===== src/uart_pkg.sv =====
package uart_pkg;

  ////////////////////////////////////////////////////////////////////////////
  // Serial framing, 8N1 at 115200 baud from a 50 MHz clock.
  ////////////////////////////////////////////////////////////////////////////

  localparam int unsigned data_bits  = 8;  // Payload bits per frame.
  localparam int unsigned baud_cnt_w = 9;  // Width of the baud counters.
  localparam int unsigned bit_cnt_w  = 4;  // Width of the bit counters.

  // 50_000_000 / 115_200, rounded.
  localparam logic [baud_cnt_w-1:0] clks_per_bit = 9'd434;

  // Start edge to middle of the start bit.
  localparam logic [baud_cnt_w-1:0] half_bit = 9'd217;

  // Start bit, eight data bits and one stop bit.
  localparam logic [bit_cnt_w-1:0] frame_bits = 4'd10;

  ////////////////////////////////////////////////////////////////////////////
  // Payload.
  ////////////////////////////////////////////////////////////////////////////

  typedef logic [data_bits-1:0] uart_byte_t;  // One byte on the wire.

endpackage


===== src/cmd_pkg.sv =====
package cmd_pkg;

  import uart_pkg::*;

  ////////////////////////////////////////////////////////////////////////////
  // Command and response formats.
  ////////////////////////////////////////////////////////////////////////////

  // Opcode goes out first, operand second.
  typedef struct packed {
    uart_byte_t opcode;   // High byte.
    uart_byte_t operand;  // Low byte.
  } cmd_word_t;

  typedef uart_byte_t resp_t;  // Single byte reply from the robot.

  ////////////////////////////////////////////////////////////////////////////
  // Sequencer states.
  ////////////////////////////////////////////////////////////////////////////

  typedef enum logic [1:0] {
    idle      = 2'd0,  // Waiting for snd_cmd.
    send_high = 2'd1,  // Opcode frame on the line.
    send_low  = 2'd2   // Operand frame on the line.
  } link_state_t;

endpackage


===== src/uart_tx.sv =====
module uart_tx import uart_pkg::*; (
  input  logic       clk,      // System clock.
  input  logic       rst_n,    // Asynchronous active low reset.
  input  logic       trmt,     // One-cycle strobe, loads tx_data.
  input  uart_byte_t tx_data,  // Byte to send, only looked at with trmt.
  output logic       tx,       // Serial line, idles high.
  output logic       tx_done   // Set after the stop bit, cleared by trmt.
);

  logic [data_bits:0]    shift_reg;  // Data bits then stop bit, LSB first.
  logic [baud_cnt_w-1:0] baud_cnt;   // Clocks into the current bit.
  logic [bit_cnt_w-1:0]  bit_cnt;    // Bit index, 0 is the start bit.
  logic                  busy;       // Frame in progress.
  logic                  bit_end;    // Last clock of a bit period.
  logic                  last_bit;   // Stop bit is the current bit.

  assign bit_end  = busy && (baud_cnt == clks_per_bit - 1'b1);
  assign last_bit = (bit_cnt == frame_bits - 1'b1);

  ////////////////////////////////////////////////////////////////////////////
  // Shift register.
  ////////////////////////////////////////////////////////////////////////////

  always_ff @(posedge clk) begin
    if (trmt)
      shift_reg <= {1'b1, tx_data};                // Stop bit above the data.
    else if (bit_end)
      shift_reg <= {1'b1, shift_reg[data_bits:1]}; // Fill with idle level.
  end

  ////////////////////////////////////////////////////////////////////////////
  // Baud and bit counters, line driver.
  ////////////////////////////////////////////////////////////////////////////

  always_ff @(posedge clk or negedge rst_n) begin
    if (!rst_n) begin
      busy     <= 1'b0;
      baud_cnt <= '0;
      bit_cnt  <= '0;
      tx       <= 1'b1;             // Line idles high.
      tx_done  <= 1'b0;
    end else if (trmt) begin
      busy     <= 1'b1;
      baud_cnt <= '0;
      bit_cnt  <= '0;
      tx       <= 1'b0;             // Start bit goes out right away.
      tx_done  <= 1'b0;
    end else if (busy) begin
      if (bit_end) begin
        baud_cnt <= '0;
        if (last_bit) begin
          busy    <= 1'b0;          // Stop bit done, tx already high.
          tx_done <= 1'b1;
        end else begin
          bit_cnt <= bit_cnt + 1'b1;
          tx      <= shift_reg[0];  // Next data bit, or the stop bit.
        end
      end else begin
        baud_cnt <= baud_cnt + 1'b1;
      end
    end
  end

endmodule


===== src/uart_rx.sv =====
module uart_rx import uart_pkg::*; (
  input  logic       clk,      // System clock.
  input  logic       rst_n,    // Asynchronous active low reset.
  input  logic       rx,       // Serial line in, asynchronous.
  output uart_byte_t rx_data,  // Last good byte.
  output logic       rx_rdy    // High from a good stop bit to the next start.
);

  logic                  rx_meta;     // First synchronizer stage.
  logic                  rx_sync;     // Second stage, safe to use.
  logic                  rx_prev;     // Delayed copy for edge detect.
  logic                  start_edge;  // Falling edge while idle.
  logic [baud_cnt_w-1:0] baud_cnt;    // Counts down to the next sample.
  logic [bit_cnt_w-1:0]  bit_cnt;     // Bit index, 0 is the start bit.
  logic                  busy;        // Frame in progress.
  logic                  sample;      // Middle of the current bit.
  logic                  data_bit;    // Sample belongs to the payload.
  logic                  stop_bit;    // Sample is the stop bit.
  uart_byte_t            shift_reg;   // Assembles the byte, LSB first.

  ////////////////////////////////////////////////////////////////////////////
  // Input synchronizer and start detect.
  ////////////////////////////////////////////////////////////////////////////

  always_ff @(posedge clk or negedge rst_n) begin
    if (!rst_n) begin
      rx_meta <= 1'b1;  // Idle line level.
      rx_sync <= 1'b1;
      rx_prev <= 1'b1;
    end else begin
      rx_meta <= rx;
      rx_sync <= rx_meta;
      rx_prev <= rx_sync;
    end
  end

  assign start_edge = !busy && rx_prev && !rx_sync;
  assign sample     = busy && (baud_cnt == baud_cnt_w'(1));
  assign stop_bit   = sample && (bit_cnt == frame_bits - 1'b1);
  assign data_bit   = sample && (bit_cnt != '0) && !stop_bit;

  ////////////////////////////////////////////////////////////////////////////
  // Data shift register.
  ////////////////////////////////////////////////////////////////////////////

  always_ff @(posedge clk) begin
    if (data_bit)
      shift_reg <= {rx_sync, shift_reg[data_bits-1:1]};  // LSB arrives first.
  end

  ////////////////////////////////////////////////////////////////////////////
  // Bit timing, stop check and output.
  ////////////////////////////////////////////////////////////////////////////

  always_ff @(posedge clk or negedge rst_n) begin
    if (!rst_n) begin
      busy     <= 1'b0;
      baud_cnt <= '0;
      bit_cnt  <= '0;
      rx_rdy   <= 1'b0;
      rx_data  <= '0;
    end else if (start_edge) begin
      busy     <= 1'b1;
      baud_cnt <= half_bit;          // First sample lands mid start bit.
      bit_cnt  <= '0;
      rx_rdy   <= 1'b0;              // Old byte is no longer fresh.
    end else if (busy) begin
      if (sample) begin
        baud_cnt <= clks_per_bit;    // One full bit to the next sample.
        bit_cnt  <= bit_cnt + 1'b1;
        if ((bit_cnt == '0) && rx_sync)
          busy <= 1'b0;              // Glitch, not a real start bit.
        if (stop_bit) begin
          busy <= 1'b0;
          if (rx_sync) begin         // Framing error drops the byte.
            rx_rdy  <= 1'b1;
            rx_data <= shift_reg;
          end
        end
      end else begin
        baud_cnt <= baud_cnt - 1'b1;
      end
    end
  end

endmodule


===== src/cmd_link_ctrl.sv =====
module cmd_link_ctrl import uart_pkg::*, cmd_pkg::*; (
  input  logic       clk,      // System clock.
  input  logic       rst_n,    // Asynchronous active low reset.
  input  logic       snd_cmd,  // One-cycle request to send cmd.
  input  cmd_word_t  cmd,      // Command, only sampled with snd_cmd.
  input  logic       tx_done,  // Transmitter finished its frame.
  output logic       trmt,     // Load strobe to the transmitter.
  output uart_byte_t tx_data,  // Byte for the transmitter.
  output logic       cmd_snt   // Both frames out, held until next command.
);

  link_state_t state;        // Current sequencer state.
  link_state_t nxt_state;    // Next sequencer state.
  uart_byte_t  low_byte;     // Operand, held for the second frame.
  logic        accept;       // snd_cmd taken in idle.
  logic        set_cmd_snt;  // Operand frame has finished.

  ////////////////////////////////////////////////////////////////////////////
  // Operand capture and byte select.
  ////////////////////////////////////////////////////////////////////////////

  always_ff @(posedge clk) begin
    if (accept)
      low_byte <= cmd.operand;  // Caller may change cmd after the strobe.
  end

  // Opcode passes straight through in the accept cycle.
  assign tx_data = accept ? cmd.opcode : low_byte;

  ////////////////////////////////////////////////////////////////////////////
  // Sequencer.
  ////////////////////////////////////////////////////////////////////////////

  always_ff @(posedge clk or negedge rst_n) begin
    if (!rst_n)
      state <= idle;
    else
      state <= nxt_state;
  end

  always_comb begin
    nxt_state   = state;  // Hold by default.
    accept      = 1'b0;
    trmt        = 1'b0;
    set_cmd_snt = 1'b0;

    case (state)
      idle: begin
        if (snd_cmd) begin
          accept    = 1'b1;
          trmt      = 1'b1;       // Opcode frame starts next edge.
          nxt_state = send_high;
        end
      end
      send_high: begin
        if (tx_done) begin
          trmt      = 1'b1;       // Operand back to back, one clock gap.
          nxt_state = send_low;
        end
      end
      send_low: begin
        if (tx_done) begin
          set_cmd_snt = 1'b1;
          nxt_state   = idle;
        end
      end
      default: nxt_state = idle;  // Unused encoding.
    endcase
  end

  ////////////////////////////////////////////////////////////////////////////
  // Command sent flag.
  ////////////////////////////////////////////////////////////////////////////

  always_ff @(posedge clk or negedge rst_n) begin
    if (!rst_n)
      cmd_snt <= 1'b0;
    else if (accept)
      cmd_snt <= 1'b0;  // Only an accepted command knocks it down.
    else if (set_cmd_snt)
      cmd_snt <= 1'b1;
  end

endmodule


===== src/remote_comm.sv =====
module remote_comm import uart_pkg::*, cmd_pkg::*; (
  input  logic      clk,       // 50 MHz system clock.
  input  logic      rst_n,     // Asynchronous active low reset.
  input  logic      snd_cmd,   // Send request, one cycle.
  input  cmd_word_t cmd,       // Command to send.
  input  logic      rx,        // Serial line from the robot.
  output logic      tx,        // Serial line to the robot.
  output resp_t     resp,      // Last response byte.
  output logic      resp_rdy,  // Response valid.
  output logic      cmd_snt    // Command fully sent.
);

  logic       trmt;     // Sequencer load strobe.
  uart_byte_t tx_data;  // Byte from sequencer to transmitter.
  logic       tx_done;  // Transmitter frame complete.

  // Splits the command and paces the two frames.
  cmd_link_ctrl u_ctrl (
    .clk     (clk),
    .rst_n   (rst_n),
    .snd_cmd (snd_cmd),
    .cmd     (cmd),
    .tx_done (tx_done),
    .trmt    (trmt),
    .tx_data (tx_data),
    .cmd_snt (cmd_snt)
  );

  uart_tx u_tx (
    .clk     (clk),
    .rst_n   (rst_n),
    .trmt    (trmt),
    .tx_data (tx_data),
    .tx      (tx),
    .tx_done (tx_done)
  );

  // Responses go straight out.
  uart_rx u_rx (
    .clk     (clk),
    .rst_n   (rst_n),
    .rx      (rx),
    .rx_data (resp),
    .rx_rdy  (resp_rdy)
  );

endmodule


===== config.mk =====
export PLATFORM = sky130hd
export DESIGN_NAME = remote_comm
export DESIGN_NICKNAME = d
export VERILOG_FILES = /design/src/uart_pkg.sv /design/src/cmd_pkg.sv /design/src/uart_tx.sv /design/src/uart_rx.sv /design/src/cmd_link_ctrl.sv /design/src/remote_comm.sv
export SDC_FILE = /design/constraint.sdc
export NUM_CORES = 1
export LEC_CHECK = 0
export ABC_AREA = 1
export BUFFER_PORTS_ARGS = -buffer_cell sky130_fd_sc_hd__buf_2
export CAP_MARGIN = 15
export CORE_MARGIN = 2
export CORE_UTILIZATION = 40
export CTS_CLUSTER_DIAMETER = 30
export DETAILED_ROUTE_END_ITERATION = 10
export RECOVER_POWER = 25
export SYNTH_ARGS = -nofsm -noshare
export SYNTH_HDL_FRONTEND = slang
export SYNTH_SLANG_ARGS = --single-unit

===== constraint.sdc =====
create_clock -name clk -period 3.9 [get_ports clk]
set_clock_uncertainty 0.05 [all_clocks]
set_input_delay 0.39 -clock clk [delete_from_list [all_inputs] [get_ports clk]]
set_output_delay 0.39 -clock clk [all_outputs]
set_load 0.05 [all_outputs]

==> results.toml, run 1 <==
[finish]
n_antenna_cell = 0
nets = 415
final_common_cell = "nand2_1"
fin_cells = 496
multi_input_area_mm2 = 0.00127
final_cell_mix = "88 x nand2_1, 41 x dfrtp_1, 32 x nor2_1"
utilization = 0.464
top_regs = "u_rx.baud_cnt x9, u_tx.baud_cnt x9"
ff_latch_area_mm2 = 0.00185
layout-drive-gt1-share = 0.197
fin_area_mm2 = 0.00378
fillers = 763
area_delta_synth_final_pct = 13.2

[drt]
drt_iter0_markers = 99
route.detailed.drc = 0
wirelength_um = 6090
dr_total_vias = 2421
drtPass1Iterations = 6
ant_nets = 0
route.detailed.wl_per_inst_um = 12.3
via_per_inst = 4.88

[critical_path]
crit_family = "buffers and inverters"
cp_num_cells = 1
critical_path.max_stage_delay_ps = 1700
start_kind = "input pin"
critPathRequiredTime_ps = 3790
worstSetupPathType = "in -> async"
endpoint_kind = "async pin"
slowest_stage = "clkbuf_1"
reg2regPathDepth = 8
path_max_fanout = 45
crit_chain = "clkbuf_1"
worst-endpoint-arrival_ps = 2100
worst-path-buf-inv = 1

[cts]
h-tree-depth = 3
clock_latency_ps = 340
cts_buffers = 9
clk_pin_slew_ps = 70
clock-sinks = 69
cts_hold_buf = 0
cts.path.max_buffers = 2
cts-root-buf = "clkbuf_8"
cts_tree = "done"
cts_resized = 0
postCtsSetupBuffers = 0

[placement]
dpl_cell_area_mm2 = 0.00356
pre_cts_ws_ps = 1910
place_congestion = 0.841
place.port_buffers = 30
dp.cells = 480
dp_hpwl_um = 4230

[status]
status = "complete, but fails checks"
violations = "capacitance limit, slew limit"

[sta]
setup_viol_count_final = 0
rsz0062_at_grt = "no"
max_slew_margin = -0.615
tightest_slew_ps = 2420
fmax_mhz = 452
min_period_over_period = 0.567
tns_ps = 0
min_period_ps = 2210
finalWorstSetupSlack_ps = 1690
hold_viol = 0
hold_ws_ps = 107
slew_viol_final = 46

[pwr]
p_per_area_mw_per_mm2 = 489
ir_drop_v = 0.000182
p_total_mw = 1.85
power_leakage_nw = 1.71

[synthesis]
syn_nets = 381
synth_seq_cells = 69
avgSynthCellArea_um2 = 9.48
yosys.cell_types.count = 39
synth_cells = 352
seq_area_frac_synth = 0.555
yosysWarnings = 0
syn_area_mm2 = 0.00334

[global_routing]
gr-usage-all-layers = 0.148
grt_pass1_vias = 2286
antenna_found_initial = 0
grt_max_degree = 46
grt_pass1_wl_um = 10400
grt-ovfl-total = 0

[floorplanning]
io_pins = 31
num_rows = 33
die_x_um = 95.3
die_h_um = 95.3
coreArea_mm2 = 0.00813
dieArea_mm2 = 0.00909
initial_core_util = 0.410

[min_path]
holdPathStages = 1
min_path_type = "in -> reg"

[run]
cap_violations = 1
cell usage after synthesis:
master | count | area, µm²
nand2_1 | 88 | 330
dfrtp_1 | 41 | 1030
nor2_1 | 32 | 120
inv_1 | 28 | 105
nand3_1 | 25 | 125
edfxtp_1 | 24 | 721
nand4_1 | 16 | 100
o21ai_0 | 15 | 75.1
a21oi_1 | 13 | 65.1
ha_1 | 9 | 113
inv_2 | 7 | 26.3
nor2_2 | 5 | 31.3
dfstp_2 | 4 | 105
nand2_2 | 4 | 25.0
buf_4 | 3 | 22.5
nand2_4 | 3 | 33.8
nand3_2 | 3 | 30.0
nand3b_1 | 3 | 22.5
xor2_1 | 3 | 26.3
buf_2 | 2 | 10.0
nand3_4 | 2 | 35.0
nor2_4 | 2 | 22.5
nor3_1 | 2 | 10.0
o21ai_1 | 2 | 10.0
o22ai_1 | 2 | 12.5
a21oi_2 | 1 | 8.76
a32o_1 | 1 | 10.0
buf_6 | 1 | 11.3
clkbuf_8 | 1 | 13.8
clkinv_1 | 1 | 3.75
clkinv_2 | 1 | 5.00
nand3b_4 | 1 | 20.0
nor3b_2 | 1 | 12.5
o211ai_1 | 1 | 7.51
o21ai_2 | 1 | 8.76
o21bai_1 | 1 | 7.51
o221ai_1 | 1 | 8.76
o31ai_1 | 1 | 7.51
xnor2_1 | 1 | 8.76
worst paths after layout:
check,from,end,slack [ps]
min reg2reg,u_rx.rx_meta,u_rx.rx_sync,310
max reg2reg,u_ctrl.state[0],u_tx.baud_cnt[2],1840
min,rx,u_rx.rx_meta,110
max,rst_n,u_tx.baud_cnt[5],1690
max in group clk,u_ctrl.state[0],u_tx.baud_cnt[2],1840
min in group asynchronous,rst_n,u_rx.rx_data[0],740
report_power, final:
part | internal [mW] | switching (mW)
logic | 0.115 | 0.182
clock network | 0.383 | 0.289
registers | 0.806 | 0.0697
total | 1.30 | 0.541
metal layers:
| layer | GRT usage | wire length, µm | vias up |
|---|---|---|---|
| li1 | - | - | 1242 |
| met1 | 0.195 | 2930 | 1131 |
| met2 | 0.232 | 2890 | 37 |
| met3 | 0.0332 | 175 | 11 |
| met4 | 0.0688 | 88 | 0 |
| met5 | 0 | 0 | - |
logic make-up (layout without fill, tap and decap cells):
family / count (synthesis) / after routing / share of synthesized area
buffers and inverters: 44 / 83 / 0.0592
DFF: 69 / 69 / 0.555
xor gates and xnor gates: 4 / 4 / 0.0105
adders and majority gates: 9 / 9 / 0.0337
and+or+nand+nor: 187 / 187 / 0.275
AOI/OAI and AO/OA: 39 / 39 / 0.0664
cell type report:
class | count | area share
sequential | 69 | 0.490
timing repair buffer | 30 | 0.0391
clock buffer | 10 | 0.0364
multi-input combinational | 239 | 0.338
clock inverter | 6 | 0.0248
inverter | 37 | 0.0371
tap | 105 | 0.0348
(Power assumes the default switching activity.)
==> inputs of run 2 (changes only) <==
Settings changed: ABC_AREA 1 to 0.
Clock period 3.9 ns to 2.1 ns, I/O delays scaled along.
==> results.toml, run 2 <==
[floorplanning]
die_x_um = 92.8
coreArea_mm2 = 0.00769
die_h_um = 92.8
io_pins = 31
num_rows = 32
initial_core_util = 0.410
dieArea_mm2 = 0.00860

[synthesis]
synth_flop_cell = "dfrtp_1"
synth_area_leader_cell = "dfrtp_1"
seq_area_frac_synth = 0.588
synth_mux_area_frac = 0.0608
synth_fa_ha_area_frac = 0.0357
synth_cells = 262
syn_area_mm2 = 0.00315
synth_common_cells = "41 x dfrtp_1, 25 x a21oi_1, 24 x edfxtp_1"
synth_top_family_by_area = "simple AND/OR/NAND/NOR gates"
yosysWarnings = 0
synth_edf_count = 24
synth_seq_cells = 69
synthXorXnorAreaFrac = 0.0306
synth.most_common_cell = "dfrtp_1"
async_reset_ff_frac = 0.652
syn_nets = 291
synthTopCellsByArea = "dfrtp_1 33%, edfxtp_1 23%, a21oi_1 4.0%"
yosys.cell_types.count = 45
yosysTopAreaCellShare = 0.326
avgSynthCellArea_um2 = 12.0
synth_compound_area_frac = 0.0810
yosys.area_share.simple = 0.178

[critical_path]
crit_start = "u_tx.baud_cnt[1]"
start_kind = "flip-flop"
path_max_fanout = 9
worst-endpoint-arrival_ps = 1990
worstSetupPathType = "reg -> reg"
reg2reg_slack_ps = 280
timing.rr.end = "u_tx.baud_cnt[7]"
reg2regPathDepth = 7
r2r_start = "u_tx.baud_cnt[1]"
critPathRequiredTime_ps = 2270
endpoint_kind = "flip-flop"

[global_routing]
grt-ovfl-total = 0
grt_max_degree = 28
antenna_found_initial = 0
grt_pass1_vias = 2054
gr-usage-all-layers = 0.148
grt_pass1_wl_um = 9740

[sta]
min_period_ps = 1820
tightest_slew_ps = 1260
max_slew_margin = 0.160
slew_viol_final = 0
fmax_mhz = 548
min_period_over_period = 0.868
setup_viol_count_final = 0
hold_ws_ps = 125
tns_ps = 0
finalWorstSetupSlack_ps = 276
rsz0062_at_grt = "no"
hold_viol = 0

[min_path]
min_from = "cmd[15]"
worstHoldEndpoint = "u_tx.shift_reg[7]"
holdPathStages = 3
min_path_type = "in -> reg"

[drt]
drtPass1Iterations = 4
drt_iter0_markers = 121
wirelength_um = 5710
via_per_inst = 4.98
ant_nets = 0
route.detailed.drc = 0
route.detailed.wl_per_inst_um = 13.4
dr_total_vias = 2128

[pwr]
p_per_area_mw_per_mm2 = 829
p_total_mw = 3.14
ir_drop_v = 0.000347
power_leakage_nw = 1.60

[finish]
area_delta_synth_final_pct = 20.1
layout-drive-gt1-share = 0.249
nets = 349
n_antenna_cell = 0
final_cell_mix = "41 x dfrtp_1, 29 x buf_2, 25 x a21oi_1"
top_regs = "u_rx.baud_cnt x9, u_tx.baud_cnt x9"
final_common_cell = "dfrtp_1"

[cts]
cts.path.max_buffers = 2
postCtsSetupBuffers = 0
clock_latency_ps = 340
clk_pin_slew_ps = 70
h-tree-depth = 3
clock-sinks = 69
cts_buffers = 9
cts_tree = "done"
cts_resized = 0
cts-root-buf = "clkbuf_8"

[status]
status = "complete, no violations"

[run]
cap_violations = 0

[placement]
pre_cts_ws_ps = 274
place.port_buffers = 30
place_congestion = 0.796
dp_hpwl_um = 3880
## run 2: worst max path at each step
stage,end,slack [ps],cells past startpoint
after floorplan,u_rx.shift_reg[0],240,3
after global placement,u_rx.rx_data[0],310,4
after detailed placement,u_tx.baud_cnt[8],270,7
after CTS,u_tx.baud_cnt[8],270,7
after global routing,u_tx.baud_cnt[8],140,7
final,u_tx.baud_cnt[7],280,7
## run 2: report_power, final
| group | leakage [nW] | switching [mW] | total, mW | internal [mW] |
|---|---|---|---|---|
| sequential | 0.781 | 0.138 | 1.63 | 1.49 |
| clock | 0.0903 | 0.508 | 1.05 | 0.547 |
| combinational | 0.729 | 0.218 | 0.457 | 0.239 |
## run 2: timing repair
item | CTS | global route
hold endpoints to repair | 26 | 0
endpoints found under the setup margin | 0 | 0
hold buffers | 10 | 0
## run 2: per-stage QoR
step	cells	utilization	cell area, µm²
floorplan	262	-	3150
global placement	401	0.455	3500
detailed placement	401	0.455	3500
CTS	427	0.493	3790
global route	427	0.492	3780
finish	427	0.492	3780
## run 2: cell families (layout without fill, tap and decap cells)
group / count (synthesis) / after routing
buf+inv: 19 / 82
mux: 18 / 18
fa+ha+maj: 9 / 9
simple gates: 92 / 92
compound gates: 44 / 44
xor+xnor: 11 / 11
flops: 69 / 69
## run 2: metal layers
layer	global-route usage	vias up	wire length (µm)
li1	-	1061	-
met1	0.204	1020	2920
met2	0.214	39	2490
met3	0.0366	8	193
met4	0.0809	0	103
met5	0	-	0
## run 2: worst max-delay path: stages, from the launching register on
cell	delay [ps]
dfrtp_1	430
inv_1	80
ha_1	140
and4b_1	260
nand3_1	120
nand2b_1	370
buf_4	210
a21oi_1	40
## run 2: area by class of cell
cell class,count,area (µm²)
fillers,726,3900
flip-flops and latches,69,1850
multi-input cells,174,1220
repair buffers,54,354
clock buffers,10,128
well taps,102,128
clock inverters,6,62.6
inverters,12,45.0
